**src/source/drive_pkg.sv**
```systemverilog
package drive_pkg;

    ////////////////////////////////////////////////////////////////////////////
    // sizes
    ////////////////////////////////////////////////////////////////////////////

    localparam int NUM_QUBIT             = 4;
    localparam int QUBIT_ADDR_WIDTH      = 2;
    localparam int INST_LIST_DEPTH       = 64;
    localparam int PC_WIDTH              = 6;
    localparam int INST_TABLE_DEPTH      = 8;
    localparam int INST_TABLE_ADDR_WIDTH = 3;
    localparam int ENV_DEPTH             = 256;
    localparam int ENV_ADDR_WIDTH        = 8;
    localparam int PHASE_WIDTH           = 8;
    localparam int AMP_WIDTH             = 8;
    localparam int LUT_DATA_WIDTH        = 8;
    localparam int NCO_WIDTH             = 16;
    localparam int PHASE_IMM_WIDTH       = 8;
    localparam int IQ_WIDTH              = 9;
    localparam int IQ_SHIFT              = 8;

    // cosine offset and one axis step
    localparam logic [PHASE_WIDTH-1:0] QUARTER_TURN = 8'd64;

    ////////////////////////////////////////////////////////////////////////////
    // enums
    ////////////////////////////////////////////////////////////////////////////

    typedef enum logic {
        OP_PULSE,
        OP_RZ
    } op_t;

    // value is the number of quarter turns added
    typedef enum logic [1:0] {
        AXIS_X,
        AXIS_Y,
        AXIS_NX,
        AXIS_NY
    } axis_t;

    typedef enum logic [1:0] {
        SEQ_IDLE,
        SEQ_FETCH,
        SEQ_LOOKUP,
        SEQ_STREAM
    } seq_state_t;

    ////////////////////////////////////////////////////////////////////////////
    // structs
    ////////////////////////////////////////////////////////////////////////////

    // low bits of phase_imm select the table entry
    typedef struct packed {
        logic [QUBIT_ADDR_WIDTH-1:0] qubit;
        op_t                         op;
        logic [PHASE_IMM_WIDTH-1:0]  phase_imm;
    } inst_word_t;

    typedef struct packed {
        logic [ENV_ADDR_WIDTH-1:0] start_addr;
        logic [ENV_ADDR_WIDTH-1:0] stop_addr;
        axis_t                     axis;
    } table_entry_t;

    typedef struct packed {
        logic [PHASE_WIDTH-1:0] phase;
        logic [AMP_WIDTH-1:0]   amp;
    } env_word_t;

    typedef struct packed {
        logic                        valid;
        logic [ENV_ADDR_WIDTH-1:0]   addr;
        logic [QUBIT_ADDR_WIDTH-1:0] qubit;
        axis_t                       axis;
    } env_read_t;

    typedef struct packed {
        logic                        valid;
        env_word_t                   word;
        logic [QUBIT_ADDR_WIDTH-1:0] qubit;
        axis_t                       axis;
    } env_sample_t;

    typedef struct packed {
        logic                        valid;
        logic [QUBIT_ADDR_WIDTH-1:0] qubit;
        logic [PHASE_IMM_WIDTH-1:0]  phase_imm;
    } rz_cmd_t;

    typedef struct packed {
        logic signed [IQ_WIDTH-1:0] i;
        logic signed [IQ_WIDTH-1:0] q;
    } iq_t;

endpackage
```
**src/source/envelope_memory.sv**
```systemverilog
`timescale 1ns/1ns

module envelope_memory (
    input  logic                                  clk,
    input  logic                                  wr_en_i,
    input  logic [drive_pkg::ENV_ADDR_WIDTH-1:0]  wr_addr_i,
    input  drive_pkg::env_word_t                  wr_data_i,
    input  drive_pkg::env_read_t                  env_read_i,
    output drive_pkg::env_sample_t                env_sample_o
);

    drive_pkg::env_word_t mem [drive_pkg::ENV_DEPTH];

    always_ff @(posedge clk) begin
        if (wr_en_i) begin
            mem[wr_addr_i] <= wr_data_i;
        end
    end

    // registered read, context follows the data by one cycle
    always_ff @(posedge clk) begin
        env_sample_o.word  <= mem[env_read_i.addr];
        env_sample_o.valid <= env_read_i.valid;
        env_sample_o.qubit <= env_read_i.qubit;
        env_sample_o.axis  <= env_read_i.axis;
    end

endmodule

```
**config.mk**
```make
export PLATFORM = sky130hd
export DESIGN_NAME = envelope_memory
export DESIGN_NICKNAME = d
export VERILOG_FILES = /design/src/source/drive_pkg.sv /design/src/source/envelope_memory.sv
export SDC_FILE = /design/constraint.sdc
export NUM_CORES = 2
export LEC_CHECK = 0
export BUFFER_PORTS_ARGS = -buffer_cell sky130_fd_sc_hd__buf_2
export CORE_MARGIN = 8
export CORE_UTILIZATION = 40
export CTS_CLUSTER_SIZE = 8
export DETAILED_ROUTE_END_ITERATION = 8
export HOLD_SLACK_MARGIN = 0.06
export PLACE_DENSITY_LB_ADDON = 0.2
export REMOVE_ABC_BUFFERS = 1
export SETUP_SLACK_MARGIN = 0.5
export SYNTH_ARGS = -nofsm -noshare
export SYNTH_HDL_FRONTEND = slang
export SYNTH_SLANG_ARGS = --single-unit
```
**constraint.sdc**
```tcl
create_clock -name clk -period 3.1 [get_ports clk]
set_clock_uncertainty 0.15 [all_clocks]
set_input_delay 0 -clock clk [delete_from_list [all_inputs] [get_ports clk]]
set_output_delay 0 -clock clk [all_outputs]
set_load 0.1 [all_outputs]
```
==> summary.md <==
* result of the run: completed
* Worst Hold Class: input port to register
* worst-case vdd ir drop: 0.563 mV
* Residual DRC: 0
* category of the worst setup path capture point: register
* summed negative setup slack over all endpoints: 0 ns
* initial standard-cell utilization of the core: 40.1%
* most common cell after layout, fill and taps aside: edfxtp_1
* count of port buffers added during placement: 59
* clock period minus final worst setup slack: 2.79 ns
* global placer's final weighted congestion: 0.895
* clk sink count: 4117
* antenna violations before repair: 37
* post-place setup slack: -0.633 ns
* startpoint of the worst hold path: env_read_i[5]
* post-detailed-placement cell area: 171000 um2
* Avg Synthesized Cell Area: 21.6 um2
* leakage power total: 61.0 nW
* required time worst endpoint: 3.85 ns
* Post-synth EDFFs: 4096
* WL final: 454000 um
* flip-flop cell with the highest count after synthesis: edfxtp_1
* number of max-cap violations: 0
* TritonCTS clock tree: built
* relative slew slack: 18.1%
* vias in the first global route: 82000
* total number of vias: 81100
* first-pass iteration count of the detailed router: 7
* start-to-end type of the worst setup path: register to register
* synthesized cell area: 159000 um2
* FMAX: 358 MHz
* Global Route Usage Sum: 21.3%
* synthesized flop and latch total: 4117
* H-tree depth: 6
* Core Region: 396000 um2
* count of endpoints failing hold in the final timing report: 0
* post-synthesis sequential area ratio: 77.7%
* HPWL after detailed placement: 276000 um
* Final Total Pwr: 126 mW
* number of standard-cell rows in the floorplan: 231
* area of the die: 417000 um2
* share of final-layout standard cells stronger than drive strength 1: 30.1%
* number of warnings printed during yosys synthesis: 0
* clock transition time at the flip-flop clock pins of the worst setup and hold paths: 0.05 ns
* library cell used as clock root buffer: clkbuf_16
* wire length of the first global-routing pass: 637000 um
* final count of negative-setup-slack endpoints: 0
* DRT antenna net count: 0
* number of clock buffers inserted by TritonCTS: 587
* launching point of the worst reg2reg path: mem[55][13]
* CP startpoint kind: register
* total of fill cells in the finished design: 32000
* areal power density over the cells: 665 nW/um2
* Max Root-Sink Buffers: 4
* Die Span X: 646 um
* first element of the critical path: mem[55][13]
* largest fanout on the critical path: 1
* final count of pins violating max slew: 0
* GR Overflow Total: 0
* post-placement cell count: 13000
* fraction of registers with async set or reset after synthesis: 0%
* Clk Latency, worst-skew pair: 1.02 ns
* final worst-path cycle share: 90.1%
* distinct cell type count after synthesis: 52
* transition time of the tightest slew-check pin: 1.22 ns
* final instance area: 189000 um2
* die extent in y: 646 um
* number of cells in the finished layout apart from fillers: 13800
* Routed WL per cell: 32.8 um
* count of nets after finishing: 8491
* commonest non-fill, non-tap cells in the layout: edfxtp_1 (4096), mux4_2 (797), buf_4 (673)
* gate count after technology mapping: 7365
* ports placed on the boundary: 60
* core utilization of the finished layout: 47.7%
* setup repair after global routing missed its margin: true
* Fin Hold WS: 0.229 ns
* largest net degree at the start of global routing: 113
* Area growth, synth to finish: 18.9%
* worst path setup slack after routing: 0.306 ns
* number of design-rule violations left by the first detailed-router iteration: 9398
* post-detailed-route via-to-cell ratio: 5.86
* arrival time reported for the critical path endpoint: 3.55 ns
[worst paths after layout]
check                      to  slack (ns)  cells after the start
max          env_sample_o[17]        0.31                      7
min           env_sample_o[5]        0.23                      7
max reg2reg  env_sample_o[17]        0.31                      7
min reg2reg  env_sample_o[11]        0.89                      6
[cell usage after synthesis (all sizes together), types with 6 or more instances]
master,count,area share [%]
o22ai,148,0.58
a21oi,175,0.55
a211oi,18,0.085
o32ai,21,0.12
buf,222,1.1
nor3,92,0.29
dfxtp,21,0.26
o31ai,16,0.076
mux2i,565,3.6
nor4,18,0.075
nor2,304,0.72
nand4,26,0.10
a22o,32,0.18
a221oi,28,0.15
mux4,797,11
nand3,35,0.11
o21ai,38,0.12
edfxtp,4096,77
a31oi,6,0.024
mux2,88,0.62
and3,11,0.043
a2111oi,6,0.033
clkbuf,230,0.54
a22oi,43,0.20
nand2,38,0.090
o221ai,253,1.4
nor2b,9,0.035
[worst max-delay path, cell delays in order, from the launching register on]
cell	delay, ns
edfxtp_1	0.37
mux4_2	0.50
mux4_2	0.56
a22o_4	0.34
o32ai_4	0.42
buf_6	0.17
nor4_4	0.04
buf_4	0.13
[final cells by class]
| class | instances | area (um2) | share of cell area (%) |
|---|---|---|---|
| diodes | 12 | 30.0 | 0.0159 |
| clock buffers | 658 | 15100 | 8.01 |
| clock inverters | 58 | 911 | 0.482 |
| inverters | 4 | 27.5 | 0.0146 |
| multi-input cells | 2792 | 33500 | 17.7 |
| flip-flops and latches | 4117 | 123000 | 65.4 |
| well taps | 5242 | 6560 | 3.47 |
| repair buffers | 950 | 9270 | 4.91 |
[flip-flops by register name (all words and copies together), names as in the netlist]
register and count:
mem 4096, env_sample_o 21
[cell families after synthesis]
group,count (synthesis),share of synthesized area [%]
compound gates,786,3.54
buf+inv,456,1.69
flops,4117,77.7
mux,1450,15.5
simple gates,556,1.57
[routing by layer]
metal,GRT usage (%),share of wire [%],vias up
li1,-,-,33400
met1,30.1,42,43600
met2,33.6,47,3393
met3,3.89,7.6,735
met4,7.01,3.6,6
met5,0,0.0081,-
[where the power goes]
| part | total, mW | internal [mW] | switching, mW |
|---|---|---|---|
| clock | 57.0 | 34.3 | 22.7 |
| sequential | 61.6 | 61.5 | 0.129 |
| combinational | 6.92 | 2.46 | 4.46 |
| total | 126 | 98.3 | 27.3 |
[timing repair]
| action | 4_1_cts | 5_1_grt |
|---|---|---|
| pin swaps | 19 | 7 |
| endpoints found under the hold margin | 7493 | 0 |
| setup endpoints to repair | 16 | 14 |
| setup buffers | 0 | 0 |
| hold buffers | 84 | 0 |
| gates resized for setup | 63 | 22 |
No activity file was read; power rests on OpenSTA's default activity.
