**config.mk**
```make
export PLATFORM = sky130hd
export DESIGN_NAME = pulse_sequencer
export DESIGN_NICKNAME = d
export VERILOG_FILES = /design/src/source/drive_pkg.sv /design/src/source/pulse_sequencer.sv
export SDC_FILE = /design/constraint.sdc
export NUM_CORES = 1
export LEC_CHECK = 0
export BUFFER_PORTS_ARGS = -buffer_cell sky130_fd_sc_hd__buf_2
export CELL_PAD_IN_SITES_DETAIL_PLACEMENT = 0
export CELL_PAD_IN_SITES_GLOBAL_PLACEMENT = 1
export CORE_ASPECT_RATIO = 1.75
export CORE_MARGIN = 3
export CORE_UTILIZATION = 50
export DETAILED_ROUTE_END_ITERATION = 10
export MAX_ROUTING_LAYER = met4
export PLACE_DENSITY_LB_ADDON = 0.3
export RECOVER_POWER = 100
export SLEW_MARGIN = 20
export SYNTH_ARGS = -nofsm -noshare
export SYNTH_HDL_FRONTEND = slang
export SYNTH_SLANG_ARGS = --single-unit
export TNS_END_PERCENT = 20
```
**constraint.sdc**
```tcl
create_clock -name clk -period 2.6 [get_ports clk]
set_clock_uncertainty 0.1 [all_clocks]
set_input_delay 0.13 -clock clk [delete_from_list [all_inputs] [get_ports clk]]
set_output_delay 0.13 -clock clk [all_outputs]
set_load 0.005 [all_outputs]
```
**src/source/drive_pkg.sv**
```systemverilog
package drive_pkg;

    ////////////////////////////////////////////////////////////////////////////
    // sizes
    ////////////////////////////////////////////////////////////////////////////

    localparam int NUM_QUBIT             = 4;
    localparam int QUBIT_ADDR_WIDTH      = 2;
    localparam int INST_LIST_DEPTH       = 64;
    localparam int PC_WIDTH              = 6;
    localparam int INST_TABLE_DEPTH      = 8;
    localparam int INST_TABLE_ADDR_WIDTH = 3;
    localparam int ENV_DEPTH             = 256;
    localparam int ENV_ADDR_WIDTH        = 8;
    localparam int PHASE_WIDTH           = 8;
    localparam int AMP_WIDTH             = 8;
    localparam int LUT_DATA_WIDTH        = 8;
    localparam int NCO_WIDTH             = 16;
    localparam int PHASE_IMM_WIDTH       = 8;
    localparam int IQ_WIDTH              = 9;
    localparam int IQ_SHIFT              = 8;

    // cosine offset and one axis step
    localparam logic [PHASE_WIDTH-1:0] QUARTER_TURN = 8'd64;

    ////////////////////////////////////////////////////////////////////////////
    // enums
    ////////////////////////////////////////////////////////////////////////////

    typedef enum logic {
        OP_PULSE,
        OP_RZ
    } op_t;

    // value is the number of quarter turns added
    typedef enum logic [1:0] {
        AXIS_X,
        AXIS_Y,
        AXIS_NX,
        AXIS_NY
    } axis_t;

    typedef enum logic [1:0] {
        SEQ_IDLE,
        SEQ_FETCH,
        SEQ_LOOKUP,
        SEQ_STREAM
    } seq_state_t;

    ////////////////////////////////////////////////////////////////////////////
    // structs
    ////////////////////////////////////////////////////////////////////////////

    // low bits of phase_imm select the table entry
    typedef struct packed {
        logic [QUBIT_ADDR_WIDTH-1:0] qubit;
        op_t                         op;
        logic [PHASE_IMM_WIDTH-1:0]  phase_imm;
    } inst_word_t;

    typedef struct packed {
        logic [ENV_ADDR_WIDTH-1:0] start_addr;
        logic [ENV_ADDR_WIDTH-1:0] stop_addr;
        axis_t                     axis;
    } table_entry_t;

    typedef struct packed {
        logic [PHASE_WIDTH-1:0] phase;
        logic [AMP_WIDTH-1:0]   amp;
    } env_word_t;

    typedef struct packed {
        logic                        valid;
        logic [ENV_ADDR_WIDTH-1:0]   addr;
        logic [QUBIT_ADDR_WIDTH-1:0] qubit;
        axis_t                       axis;
    } env_read_t;

    typedef struct packed {
        logic                        valid;
        env_word_t                   word;
        logic [QUBIT_ADDR_WIDTH-1:0] qubit;
        axis_t                       axis;
    } env_sample_t;

    typedef struct packed {
        logic                        valid;
        logic [QUBIT_ADDR_WIDTH-1:0] qubit;
        logic [PHASE_IMM_WIDTH-1:0]  phase_imm;
    } rz_cmd_t;

    typedef struct packed {
        logic signed [IQ_WIDTH-1:0] i;
        logic signed [IQ_WIDTH-1:0] q;
    } iq_t;

endpackage
```
**src/source/pulse_sequencer.sv**
```systemverilog
`timescale 1ns/1ns

module pulse_sequencer (
    input  logic                                         clk,
    input  logic                                         rst,
    input  logic                                         pc_valid_i,
    input  logic [drive_pkg::PC_WIDTH-1:0]               pc_i,
    input  logic                                         inst_wr_en_i,
    input  logic [drive_pkg::PC_WIDTH-1:0]               inst_wr_addr_i,
    input  drive_pkg::inst_word_t                        inst_wr_data_i,
    input  logic                                         table_wr_en_i,
    input  logic [drive_pkg::QUBIT_ADDR_WIDTH-1:0]       table_wr_qubit_i,
    input  logic [drive_pkg::INST_TABLE_ADDR_WIDTH-1:0]  table_wr_addr_i,
    input  drive_pkg::table_entry_t                      table_wr_data_i,
    output drive_pkg::env_read_t                         env_read_o,
    output drive_pkg::rz_cmd_t                           rz_cmd_o,
    output logic                                         busy_o
);

    ////////////////////////////////////////////////////////////////////////////
    // instruction list and per-qubit tables
    ////////////////////////////////////////////////////////////////////////////

    drive_pkg::inst_word_t   inst_mem  [drive_pkg::INST_LIST_DEPTH];
    drive_pkg::table_entry_t table_mem [drive_pkg::NUM_QUBIT][drive_pkg::INST_TABLE_DEPTH];

    always_ff @(posedge clk) begin
        if (inst_wr_en_i) begin
            inst_mem[inst_wr_addr_i] <= inst_wr_data_i;
        end
        if (table_wr_en_i) begin
            table_mem[table_wr_qubit_i][table_wr_addr_i] <= table_wr_data_i;
        end
    end

    ////////////////////////////////////////////////////////////////////////////
    // decode and envelope walk
    ////////////////////////////////////////////////////////////////////////////

    drive_pkg::seq_state_t                         state;
    logic [drive_pkg::PC_WIDTH-1:0]                pc_q;
    drive_pkg::inst_word_t                         inst_q;
    drive_pkg::table_entry_t                       entry_q;
    logic [drive_pkg::INST_TABLE_ADDR_WIDTH-1:0]   table_idx;
    logic                                          accept;
    logic                                          last_addr;

    assign table_idx = inst_q.phase_imm[drive_pkg::INST_TABLE_ADDR_WIDTH-1:0];
    assign accept    = pc_valid_i && (state == drive_pkg::SEQ_IDLE);
    // also stops after a single word when stop is below start
    assign last_addr = env_read_o.valid && (env_read_o.addr >= entry_q.stop_addr);
    assign busy_o    = (state != drive_pkg::SEQ_IDLE);

    always_ff @(posedge clk) begin
        if (accept) begin
            pc_q <= pc_i;
        end
        if (state == drive_pkg::SEQ_FETCH) begin
            inst_q <= inst_mem[pc_q];
        end
        if (state == drive_pkg::SEQ_LOOKUP) begin
            entry_q            <= table_mem[inst_q.qubit][table_idx];
            rz_cmd_o.qubit     <= inst_q.qubit;
            rz_cmd_o.phase_imm <= inst_q.phase_imm;
        end
        // first word of a burst loads start, later words count up
        if (state == drive_pkg::SEQ_STREAM) begin
            env_read_o.addr  <= env_read_o.valid ? env_read_o.addr + 1'b1
                                                 : entry_q.start_addr;
            env_read_o.qubit <= inst_q.qubit;
            env_read_o.axis  <= entry_q.axis;
        end

        if (rst) begin
            state            <= drive_pkg::SEQ_IDLE;
            env_read_o.valid <= 1'b0;
            rz_cmd_o.valid   <= 1'b0;
        end else begin
            rz_cmd_o.valid <= 1'b0;
            case (state)
                drive_pkg::SEQ_IDLE: begin
                    if (accept) begin
                        state <= drive_pkg::SEQ_FETCH;
                    end
                end
                drive_pkg::SEQ_FETCH: begin
                    state <= drive_pkg::SEQ_LOOKUP;
                end
                drive_pkg::SEQ_LOOKUP: begin
                    if (inst_q.op == drive_pkg::OP_RZ) begin
                        rz_cmd_o.valid <= 1'b1;
                        state          <= drive_pkg::SEQ_IDLE;
                    end else begin
                        state <= drive_pkg::SEQ_STREAM;
                    end
                end
                default: begin
                    if (last_addr) begin
                        env_read_o.valid <= 1'b0;
                        state            <= drive_pkg::SEQ_IDLE;
                    end else begin
                        env_read_o.valid <= 1'b1;
                    end
                end
            endcase
        end
    end

endmodule

```
==> summary.md <==
- clock tree from TritonCTS: built
- total stage count of the critical path: 7
- fmax: 0.385 GHz
- share of the clock period used by the worst path after layout: 99.8%
- routing layer with the top usage in global route: met2
- setup repair after global routing missed its margin: yes
- total area of sequential cells: 0.0402 mm2
- layout overhead on the synthesized area: 15.3%
- highest fanout seen on the critical path: 9
- residual antenna-violating net count after detailed routing: 0
- final number of setup-violating endpoints: 0
- number of synthesized flops with an enable pin: 1,337
- via density per instance: 6.07
- worst hold endpoint: inst_mem[62][4]
- leakage power of the design: 0.0189 uW
- PD cells: 849 mW/mm2
- CTS Root Cell: clkbuf_16
- net count after synthesis: 2,375
- Congestion Overflow GR: 0
- fraction of post-synthesis cell area in the top cell type by area: 77.7%
- via count of the first global-routing pass: 26,622
- violations in the final reports: max-capacitance violations, max-slew violations
- worst hold slack: 77.8 ps
- CTS Buf Count: 116
- arrival time reported for the critical path endpoint: 2960 ps
- clock-pin slew on the worst setup and hold paths: 60 ps
- most frequent cells in the layout: edfxtp_1, mux4_2, clkbuf_1, clkbuf_16, nor2_1
- sequential share of power: 48.7%
- fraction of the core area covered by cells at the end of the flow: 58.3%
- maximum ir drop on the vdd rail: 0.000667 V
- startpoint of the worst hold path: inst_wr_addr_i[5]
- clock network fraction of total power: 33.8%
- most area-consuming cells after synthesis: edfxtp_1, mux4_2, mux2i_1
- count of H-tree levels built during CTS: 3
- num ports: 76
- post-detailed-route DRC marker count: 0
- worst slew slack as a fraction of its limit: -38.2%
- number of input and output port buffers inserted: 75
- Multi-input gate area: 0.0109 mm2
- number of pins with negative max-slew slack in the final report: 182
- cell-by-cell trace of the critical path: buf_6 > buf_16 > mux4_2 > or4_4 > o221ai_1 > nor3_1 > a221o_1
- buffer and inverter count on the worst path: 2
- half-perimeter wire length after detailed placement: 83,500 um
- Worst setup SP type: register
- gpl congestion: 0.916
- cells after synthesis: 2,310
- crit path max-delay cell type: mux4_2
- number of distinct library cell variants in the gate-level netlist after synthesis: 51
- Std-Cell Rows: 155
- type of the most critical hold path: input port to register
- worst reg2reg endpoint: inst_q[2]
- die area: 0.107 mm2
- number of cells on the worst reg-to-reg path: 7
- # clock sinks: 1,341
- number of instances on the worst hold path: 3
- Top delay family on crit path: simple AND/OR/NAND/NOR gates
- Die Span Y: 431 um
- DR WL/cell: 30.6 um
- measured slew at the worst slew-check pin: 2070 ps
- origin of the critical flop-to-flop path: pc_q[1]
- Ys Warns: 0
- DRT Wirelength: 127,000 um
- number of nets in the finished design: 2,769
- # fillers: 7,323
- overall die width: 249 um
- Internal Dissipation: 38,200 uW
- routed vias: 25,104
- FFs w/ async S/R, synth: 0%
- cell accounting for the most synthesized area: edfxtp_1
- largest net degree at the start of global routing: 65
- Post-Syn Area per Cell: 22.4 um2
- Seq cells post-synth: 1,341
- Logic pwr share: 17.5%
- most common cell after layout, fill and taps aside: edfxtp_1
- Syn Std Cell Area: 0.0517 mm2
- number of DRC violations after detailed-routing iteration 0: 2,128
- net switching power of the design: 12,400 uW
- Bufs on Longest Clock Path: 3
- gr usage total: 24.5%
- Pre-Repair DR Iteration Count: 5
- kind of capture point of the worst setup path: register
- # Max-Cap Violations: 6
- run status: complete, but fails checks
- number of endpoints with negative hold slack in the final report: 0
- Core Region: 0.102 mm2
- global-route wire length before repair: 183,000 um
- switching share of total power: 24.5%
- met3 demand-to-capacity share in global routing: 2.71%
- layout cells sized above 1: 27.4%
- Worst-Skew Late Latency: 730 ps
- minimum clock period: 2600 ps
- number of antenna violations at the first check in global routing: 0
- global-route met2 utilization: 45.0%
- leading register cell type out of synthesis: edfxtp_1
- met1 track demand over resource in global routing: 26.2%
- portion of the post-synthesis area used by sequential elements: 77.9%
- worst-case register-to-register setup slack: 5 ps
- Slowest Stage Delay on Critical Path: 520 ps
- Worst Path Required: 2970 ps
- crit path kind: register to register
- effective utilization at floorplan: 50.6%
-- cells in the mapped netlist (3+ instances only) --
library cell     n
ha_1            14
edfxtp_1      1337
a211oi_1        14
a22oi_1         16
a31oi_1         15
buf_6            9
nand3b_1         3
nor2_1         127
nor3_1          12
mux2i_1         68
xor2_1           4
o21ai_0         20
buf_4           13
nand2_1         50
buf_2           39
a22o_1           3
nand4b_1         4
mux4_2         335
nor2b_1         18
and3_1           4
nand2b_1         5
clkbuf_1        43
nand4_1          3
a21oi_1         16
and2_1           3
o221ai_1         5
o211ai_1         5
dfxtp_1          4
inv_1           19
buf_1           10
a221oi_1         9
nand3_1         25
o22ai_1          9
mux2_2          26
or3_1            3
-- cell families (layout without fill, tap and decap cells) --
| family | after synthesis | count (layout) | share of synthesized area (%) |
|---|---|---|---|
| AND/OR/NAND/NOR | 262 | 262 | 2.26 |
| adder cells (fa/ha/maj) | 14 | 14 | 0.339 |
| XOR/XNOR | 6 | 6 | 0.102 |
| other | 0 | 2 | 0 |
| buffers and inverters | 133 | 624 | 1.29 |
| multiplexers | 429 | 429 | 16.5 |
| AO/OA/AOI/OAI | 125 | 125 | 1.66 |
| flip-flops | 1341 | 1341 | 77.9 |
-- metrics by stage --
| step | cells | setup TNS (ps) | setup WS, ps | cell area, um2 | power, uW |
|---|---|---|---|---|---|
| final | 4137 | 0 | 4.82 | 59600 | 50600 |
| after detailed placement | 3848 | -1230 | -443 | 55600 | 33800 |
| after floorplan | 2310 | 0 | 92.3 | 51700 | 30300 |
| after global placement | 3848 | -1140 | -420 | 55600 | 33700 |
| after CTS | 4120 | -25.3 | -25.3 | 60000 | 50900 |
| after global routing | 4135 | -880 | -38.6 | 59600 | 52200 |
-- layer usage --
metal	part of all wire, %	vias up
li1	-	10521
met1	33	13387
met2	56	891
met3	4.7	305
met4	5.7	0
met5	0	-
-- power groups by stage --
stage	sequential (uW)	clock (uW)	combinational [uW]
finish	24600	17100	8880
global route	24600	18200	9370
floorplan	24900	0	5390
CTS	24600	17400	8890
detailed placement	25100	0	8720
global placement	25100	0	8600
-- sequential cells by signal (all words and copies together), names as in the netlist --
register / cells
state: 2
inst_mem: 704
entry_q: 18
rz_cmd_o: 11
pc_q: 6
env_read_o: 13
table_mem: 576
inst_q: 11
-- worst reg2reg max path: stages, from the launching register on --
cell      delay (ps)
edfxtp_1         340
buf_6            180
buf_16           180
mux4_2           520
or4_4            470
o221ai_1         110
nor3_1           100
a221o_1          340
-- cell type report --
cell class,instances,share of cell area [%]
flip-flops and latches,1341,67.5
multi-input cells,836,18.3
clock buffers,150,5.23
repair buffers,390,4.96
well taps,1334,2.80
clock inverters,65,1.05
inverters,19,0.120
diodes,2,0.00840
-- worst max path at each step --
| stage | from | to | slack [ps] |
|---|---|---|---|
| after floorplan | inst_q[10] | entry_q[0] | 90 |
| after global placement | pc_q[2] | inst_q[5] | -420 |
| after detailed placement | pc_q[2] | inst_q[5] | -440 |
| after CTS | pc_q[0] | inst_q[4] | -30 |
| after global routing | pc_q[0] | inst_q[2] | -40 |
| final | pc_q[1] | inst_q[2] | 5 |
-- repair_timing --
item	in CTS	in global routing
resized for setup	19	22
setup endpoints to repair	6	82
pin swaps	1	3
endpoints found under the hold margin	1094	0
hold buffers	57	0
gates cloned	0	3
buffers inserted	0	12
Power figures use the tool's default switching activity.
