$ cat config.mk
export PLATFORM = sky130hd
export DESIGN_NAME = polar_modulator
export DESIGN_NICKNAME = d
export VERILOG_FILES = /design/src/source/drive_pkg.sv /design/src/source/polar_modulator.sv /design/src/source/nco_bank.sv
export SDC_FILE = /design/constraint.sdc
export NUM_CORES = 2
export LEC_CHECK = 0
export BUFFER_PORTS_ARGS = -buffer_cell sky130_fd_sc_hd__clkbuf_2
export CAP_MARGIN = 10
export CELL_PAD_IN_SITES_DETAIL_PLACEMENT = 0
export CELL_PAD_IN_SITES_GLOBAL_PLACEMENT = 1
export CORE_MARGIN = 5
export CORE_UTILIZATION = 55
export DETAILED_ROUTE_END_ITERATION = 7
export PLACE_DENSITY = 0.75
export SLEW_MARGIN = 20
export SYNTH_ARGS = -nofsm -noshare
export SYNTH_HDL_FRONTEND = slang
export SYNTH_SLANG_ARGS = --single-unit
export TNS_END_PERCENT = 30
$ cat constraint.sdc
create_clock -name clk -period 6.4 [get_ports clk]
set_input_delay 1.6 -clock clk [delete_from_list [all_inputs] [get_ports clk]]
set_output_delay 1.6 -clock clk [all_outputs]
set_load 0.01 [all_outputs]
$ cat src/source/drive_pkg.sv
package drive_pkg;

    ////////////////////////////////////////////////////////////////////////////
    // sizes
    ////////////////////////////////////////////////////////////////////////////

    localparam int NUM_QUBIT             = 4;
    localparam int QUBIT_ADDR_WIDTH      = 2;
    localparam int INST_LIST_DEPTH       = 64;
    localparam int PC_WIDTH              = 6;
    localparam int INST_TABLE_DEPTH      = 8;
    localparam int INST_TABLE_ADDR_WIDTH = 3;
    localparam int ENV_DEPTH             = 256;
    localparam int ENV_ADDR_WIDTH        = 8;
    localparam int PHASE_WIDTH           = 8;
    localparam int AMP_WIDTH             = 8;
    localparam int LUT_DATA_WIDTH        = 8;
    localparam int NCO_WIDTH             = 16;
    localparam int PHASE_IMM_WIDTH       = 8;
    localparam int IQ_WIDTH              = 9;
    localparam int IQ_SHIFT              = 8;

    // cosine offset and one axis step
    localparam logic [PHASE_WIDTH-1:0] QUARTER_TURN = 8'd64;

    ////////////////////////////////////////////////////////////////////////////
    // enums
    ////////////////////////////////////////////////////////////////////////////

    typedef enum logic {
        OP_PULSE,
        OP_RZ
    } op_t;

    // value is the number of quarter turns added
    typedef enum logic [1:0] {
        AXIS_X,
        AXIS_Y,
        AXIS_NX,
        AXIS_NY
    } axis_t;

    typedef enum logic [1:0] {
        SEQ_IDLE,
        SEQ_FETCH,
        SEQ_LOOKUP,
        SEQ_STREAM
    } seq_state_t;

    ////////////////////////////////////////////////////////////////////////////
    // structs
    ////////////////////////////////////////////////////////////////////////////

    // low bits of phase_imm select the table entry
    typedef struct packed {
        logic [QUBIT_ADDR_WIDTH-1:0] qubit;
        op_t                         op;
        logic [PHASE_IMM_WIDTH-1:0]  phase_imm;
    } inst_word_t;

    typedef struct packed {
        logic [ENV_ADDR_WIDTH-1:0] start_addr;
        logic [ENV_ADDR_WIDTH-1:0] stop_addr;
        axis_t                     axis;
    } table_entry_t;

    typedef struct packed {
        logic [PHASE_WIDTH-1:0] phase;
        logic [AMP_WIDTH-1:0]   amp;
    } env_word_t;

    typedef struct packed {
        logic                        valid;
        logic [ENV_ADDR_WIDTH-1:0]   addr;
        logic [QUBIT_ADDR_WIDTH-1:0] qubit;
        axis_t                       axis;
    } env_read_t;

    typedef struct packed {
        logic                        valid;
        env_word_t                   word;
        logic [QUBIT_ADDR_WIDTH-1:0] qubit;
        axis_t                       axis;
    } env_sample_t;

    typedef struct packed {
        logic                        valid;
        logic [QUBIT_ADDR_WIDTH-1:0] qubit;
        logic [PHASE_IMM_WIDTH-1:0]  phase_imm;
    } rz_cmd_t;

    typedef struct packed {
        logic signed [IQ_WIDTH-1:0] i;
        logic signed [IQ_WIDTH-1:0] q;
    } iq_t;

endpackage
$ cat src/source/polar_modulator.sv
`timescale 1ns/1ns

module polar_modulator (
    input  logic                                         clk,
    input  logic                                         rst,
    input  drive_pkg::env_sample_t                       env_sample_i,
    input  drive_pkg::rz_cmd_t                           rz_cmd_i,
    input  logic                                         lut_wr_en_i,
    input  logic [drive_pkg::PHASE_WIDTH-1:0]            lut_wr_addr_i,
    input  logic signed [drive_pkg::LUT_DATA_WIDTH-1:0]  lut_wr_data_i,
    input  logic                                         ftw_wr_en_i,
    input  logic [drive_pkg::QUBIT_ADDR_WIDTH-1:0]       ftw_qubit_i,
    input  logic [drive_pkg::NCO_WIDTH-1:0]              ftw_i,
    output drive_pkg::iq_t                               iq_o,
    output logic                                         sample_valid_o,
    output logic                                         rz_done_o
);

    logic [drive_pkg::PHASE_WIDTH-1:0]                          nco_phase;
    logic [drive_pkg::PHASE_WIDTH-1:0]                          sin_addr;
    logic [drive_pkg::PHASE_WIDTH-1:0]                          cos_addr;
    logic signed [drive_pkg::LUT_DATA_WIDTH-1:0]                lut [2**drive_pkg::PHASE_WIDTH];
    logic signed [drive_pkg::LUT_DATA_WIDTH-1:0]                sin_q;
    logic signed [drive_pkg::LUT_DATA_WIDTH-1:0]                cos_q;
    logic [drive_pkg::AMP_WIDTH-1:0]                            amp_q;
    logic                                                       valid_q;
    logic signed [drive_pkg::AMP_WIDTH+drive_pkg::LUT_DATA_WIDTH:0] i_prod;
    logic signed [drive_pkg::AMP_WIDTH+drive_pkg::LUT_DATA_WIDTH:0] q_prod;

    nco_bank i_nco_bank (
        .clk         (clk),
        .rst         (rst),
        .ftw_wr_en_i (ftw_wr_en_i),
        .ftw_qubit_i (ftw_qubit_i),
        .ftw_i       (ftw_i),
        .rz_cmd_i    (rz_cmd_i),
        .qubit_sel_i (env_sample_i.qubit),
        .nco_phase_o (nco_phase)
    );

    // envelope phase + nco phase + axis offset, wraps at a full turn
    assign sin_addr = env_sample_i.word.phase + nco_phase
                    + env_sample_i.axis * drive_pkg::QUARTER_TURN;
    assign cos_addr = sin_addr + drive_pkg::QUARTER_TURN;

    always_ff @(posedge clk) begin
        if (lut_wr_en_i) begin
            lut[lut_wr_addr_i] <= lut_wr_data_i;
        end
    end

    // amp is unsigned, so widen with a zero before the signed multiply
    assign i_prod = $signed({1'b0, amp_q}) * cos_q;
    assign q_prod = $signed({1'b0, amp_q}) * sin_q;

    always_ff @(posedge clk) begin
        // stage 1 lut read
        sin_q <= lut[sin_addr];
        cos_q <= lut[cos_addr];
        amp_q <= env_sample_i.word.amp;
        // stage 2 scaled i/q
        iq_o.i <= i_prod[drive_pkg::IQ_SHIFT +: drive_pkg::IQ_WIDTH];
        iq_o.q <= q_prod[drive_pkg::IQ_SHIFT +: drive_pkg::IQ_WIDTH];

        if (rst) begin
            valid_q        <= 1'b0;
            sample_valid_o <= 1'b0;
            rz_done_o      <= 1'b0;
        end else begin
            valid_q        <= env_sample_i.valid;
            sample_valid_o <= valid_q;
            rz_done_o      <= rz_cmd_i.valid;
        end
    end

endmodule

$ cat src/source/nco_bank.sv
`timescale 1ns/1ns

module nco_bank (
    input  logic                                    clk,
    input  logic                                    rst,
    input  logic                                    ftw_wr_en_i,
    input  logic [drive_pkg::QUBIT_ADDR_WIDTH-1:0]  ftw_qubit_i,
    input  logic [drive_pkg::NCO_WIDTH-1:0]         ftw_i,
    input  drive_pkg::rz_cmd_t                      rz_cmd_i,
    input  logic [drive_pkg::QUBIT_ADDR_WIDTH-1:0]  qubit_sel_i,
    output logic [drive_pkg::PHASE_WIDTH-1:0]       nco_phase_o
);

    logic [drive_pkg::NCO_WIDTH-1:0] acc [drive_pkg::NUM_QUBIT];
    logic [drive_pkg::NCO_WIDTH-1:0] ftw [drive_pkg::NUM_QUBIT];
    logic [drive_pkg::NUM_QUBIT-1:0] ftw_sel;
    logic [drive_pkg::NUM_QUBIT-1:0] rz_sel;
    logic [drive_pkg::NCO_WIDTH-1:0] rz_step;

    // one-hot qubit decode for both write sources
    always_comb begin
        ftw_sel = '0;
        rz_sel  = '0;
        ftw_sel[ftw_qubit_i]    = ftw_wr_en_i;
        rz_sel[rz_cmd_i.qubit]  = rz_cmd_i.valid;
    end

    // immediate lands in the top bits of the accumulator
    assign rz_step = {rz_cmd_i.phase_imm,
                      {(drive_pkg::NCO_WIDTH - drive_pkg::PHASE_IMM_WIDTH){1'b0}}};

    always_ff @(posedge clk) begin
        if (rst) begin
            acc <= '{default: '0};
            ftw <= '{default: '0};
        end else begin
            for (int q = 0; q < drive_pkg::NUM_QUBIT; q++) begin
                if (ftw_sel[q]) begin
                    // new tuning word restarts the phase
                    ftw[q] <= ftw_i;
                    acc[q] <= '0;
                end else if (rz_sel[q]) begin
                    acc[q] <= acc[q] + ftw[q] + rz_step;
                end else begin
                    acc[q] <= acc[q] + ftw[q];
                end
            end
        end
    end

    assign nco_phase_o = acc[qubit_sel_i][drive_pkg::NCO_WIDTH-1 -: drive_pkg::PHASE_WIDTH];

endmodule

==> run_results.csv <==
group,metric,value,unit
place,place_hpwl,147.3,mm
setup_path,r2r_slack,1.11,ns
setup_path,cp-end-kind,"flip-flop",
floorplan,core_area,169300,um^2
cells_and_area,multi_input_area,26740,um^2
route,dr.pass1.iters,5,
clocking,cts_tree,"built",
logic_synthesis,syn-instance-count,5309,
logic_synthesis,async_flop_share,0,%
timing,setup_tns,0,ns
clocking,h-tree-depth,4,
timing,timing.final.crit_share,85.58,%
route,wirelength,230.5,mm
clocking,cts_buffers,218,
timing,tightestPinTransition,1.187,ns
timing,finClkSkew,0.03772,ns
timing,hold_viol,0,
logic_synthesis,syn_avg_cell_area,17.62,um^2
setup_path,cp_max_fo,44,
power_and_ir_drop,seq_power_share,43.4,%
setup_path,critical_path.endpoint,"cos_q[7]",
clocking,clock_sinks,2221,
route,postRouteAntennaNets,0,
timing,slew_viol_final,0,
route,post-route-drc-count,0,
logic_synthesis,synth-edff-count,2048,
place,numPortBuffers,89,
timing,relSlewSlack,20.90,%
global_routing,grt_max_degree,145,
logic_synthesis,synth-main-ff-cell,"edfxtp_1",
setup_path,reg2regPathDepth,18,
floorplan,ios,90,
power_and_ir_drop,irDropWorstVdd,0.0003448,V
logic_synthesis,synth_area,93520,um^2
logic_synthesis,ys_types,78,
clocking,cts_buffer_depth,3,
floorplan,rows,151,
timing,finalCriticalPeriod,5.477,ns
global_routing,grt_util_met3,3.848,%
power_and_ir_drop,intPower,26960,uW
place,place_ws,0.1816,ns
outcome,outcome,"complete, no violations",
floorplan,die_w,422.4,um
cells_and_area,seqCellArea,64960,um^2
route,wire_per_inst,29.27,um
power_and_ir_drop,power_switching,10710,uW
cells_and_area,fillers,12140,
clocking,cts_hold_buf,0,
route,routed-via-count,49640,
global_routing,met1_usage,37.23,%
setup_path,crit_type,"input port to flip-flop",
worst_hold_path,worstHoldPathType,"flip-flop to flip-flop",
logic_synthesis,ys_ff_latch,2221,
clocking,ctsResizeCount,0,
setup_path,arrival,6.16,ns
clocking,insertion_delay,0.86,ns
global_routing,grt_pass1_wl,340.9,mm
timing,setup_viol,0,
logic_synthesis,ys_warn_count,0,
power_and_ir_drop,p_clk_share,33.6,%
global_routing,busiest_layer,"met2",
power_and_ir_drop,power_frac_comb,22.9,%
clocking,clk_pin_slew,0.06,ns
global_routing,grt_usage,25.89,%
global_routing,gr-usage-met2,42.02,%
power_and_ir_drop,p_sw_share,28.44,%
route,drt_iter0_drc,5497,
setup_path,r2r-end,"iq_o[8]",
power_and_ir_drop,powerDensity,362.4,nW/um^2
job,maxCapViolations,0,
timing,rsz0062_at_grt,"false",
global_routing,grt_pass1_vias,49530,
setup_path,required,7.09,ns
floorplan,die_h,422.4,um
setup_path,r2r_start,"sin_q[7]",
route,viasPerCell,6.305,
cells_and_area,drive_gt1_share,19.98,%
clocking,cts_setup_buffers,0,
power_and_ir_drop,p_leak,0.03456,uW
clocking,clock-root-buffer,"clkbuf_16",
global_routing,antenna_found_initial,4,
cells_and_area,syn2layout_area_growth,11.16,%
logic_synthesis,ys_seq_area_share,69.46,%
timing,fmax,182.6,MHz
place,gp_congestion,0.8861,
cells_and_area,nets,5804,
floorplan,fp.dieArea,178400,um^2
logic_synthesis,syn-num-nets,5641,
floorplan,initial_core_util,55.24,%
timing,fin_ws,0.9227,ns
setup_path,crit_start,"env_sample_i[2]",
setup_path,start_kind,"input port",
global_routing,overflow,0,
## per-layer routing
metal,up-vias,wire (um)
met5,-,0
met4,0,7123
met3,368,16880
met2,2017,113100
li1,21280,-
met1,25980,93380
## cells in the mapped netlist (59+ instances only)
| cell type | count | share of area (%) |
|---|---|---|
| nand2_1 | 455 | 1.8 |
| and2_1 | 119 | 0.80 |
| inv_1 | 102 | 0.41 |
| nor2_1 | 428 | 1.7 |
| a2111oi_0 | 59 | 0.55 |
| clkbuf_1 | 145 | 0.58 |
| fa_1 | 80 | 1.7 |
| nand4_1 | 70 | 0.47 |
| a21oi_1 | 130 | 0.70 |
| xnor2_1 | 64 | 0.60 |
| ha_1 | 182 | 2.4 |
| mux4_2 | 541 | 13 |
| dfxtp_1 | 173 | 3.7 |
| edfxtp_1 | 2048 | 66 |
## flip-flops by register name (all words and copies together), names as in the netlist
| name | cells |
|---|---|
| rz_done_o | 1 |
| iq_o | 18 |
| sin_q | 8 |
| sample_valid_o | 1 |
| cos_q | 8 |
| i_nco_bank.acc | 64 |
| lut | 2048 |
| i_nco_bank.ftw | 64 |
| valid_q | 1 |
| amp_q | 8 |
## cell type report
type | instances | share of cell area [%]
Multi-Input combinational cell | 2695 | 25.73
Clock buffer | 266 | 5.451
Clock inverter | 137 | 1.369
Sequential cell | 2221 | 62.49
Inverter | 103 | 0.3719
Tap cell | 2218 | 2.670
Antenna cell | 1 | 0.002407
Timing Repair Buffer | 233 | 1.919
## metrics by stage
stage	util, %	hold slack (ns)	power (uW)	cell area (um^2)	instances
finish	61.41	0.4330	37680	104000	7874
global route	61.41	0.4486	39530	104000	7873
CTS	61.40	0.4271	37980	103900	7873
detailed placement	57.22	0.4319	25370	96860	7470
global placement	57.21	0.4234	25290	96850	7469
floorplan	-	0.4138	22560	93520	5309
## power by group through the flow
stage               logic [uW]  registers (uW)  clock network, uW
global route              9640           16400              13500
detailed placement        8700           16700                  0
floorplan                 6040           16500                  0
CTS                       8780           16400              12800
finish                    8640           16400              12700
global placement          8620           16700                  0
## cells by family after synthesis
family / share of synthesized area, %
compound gates: 3.271
xor+xnor: 0.8937
buf+inv: 2.080
mux: 13.93
simple gates: 6.216
flops: 69.46
fa+ha+maj: 4.147
## worst min path at each step
stage	start	endpoint	slack, ns	cells after the start
after global routing	valid_q	sample_valid_o	0.45	1
after global placement	valid_q	sample_valid_o	0.42	1
after floorplan	valid_q	sample_valid_o	0.41	1
final	valid_q	sample_valid_o	0.43	1
after CTS	valid_q	sample_valid_o	0.43	1
after detailed placement	valid_q	sample_valid_o	0.43	1
## worst max-delay path: stages
cell and delay, ns:
clkbuf_2 0.14, mux4_1 0.62, ha_1 0.35, ha_4 0.13, inv_1 0.05, fa_4 0.56, nand2b_1 0.18, a21oi_2 0.36
xor2_4 0.20, buf_12 0.29, buf_4 0.36, nand4_1 0.14, o2111ai_1 0.14, o21ai_0 0.18, a21oi_1 0.64, o221ai_1 0.19
## placed cells by master, fill, tap and decap left out, types with 45 or more instances in the layout
master / Yosys / routed
edfxtp_1: 2048 / 2048
mux4_2: 541 / 541
nand2_1: 455 / 455
nor2_1: 428 / 426
clkbuf_16: 0 / 219
ha_1: 182 / 180
dfxtp_1: 173 / 173
a21oi_1: 130 / 130
and2_1: 119 / 119
buf_4: 46 / 112
inv_1: 102 / 101
clkbuf_2: 1 / 81
fa_1: 80 / 79
nand4_1: 70 / 70
xnor2_1: 64 / 60
a2111oi_0: 59 / 59
nor3_1: 48 / 48
clkinv_1: 1 / 48
nand3_1: 49 / 46
clkbuf_1: 145 / 46
mux2i_1: 45 / 45
Note: power is estimated with default switching activity, not from simulation.
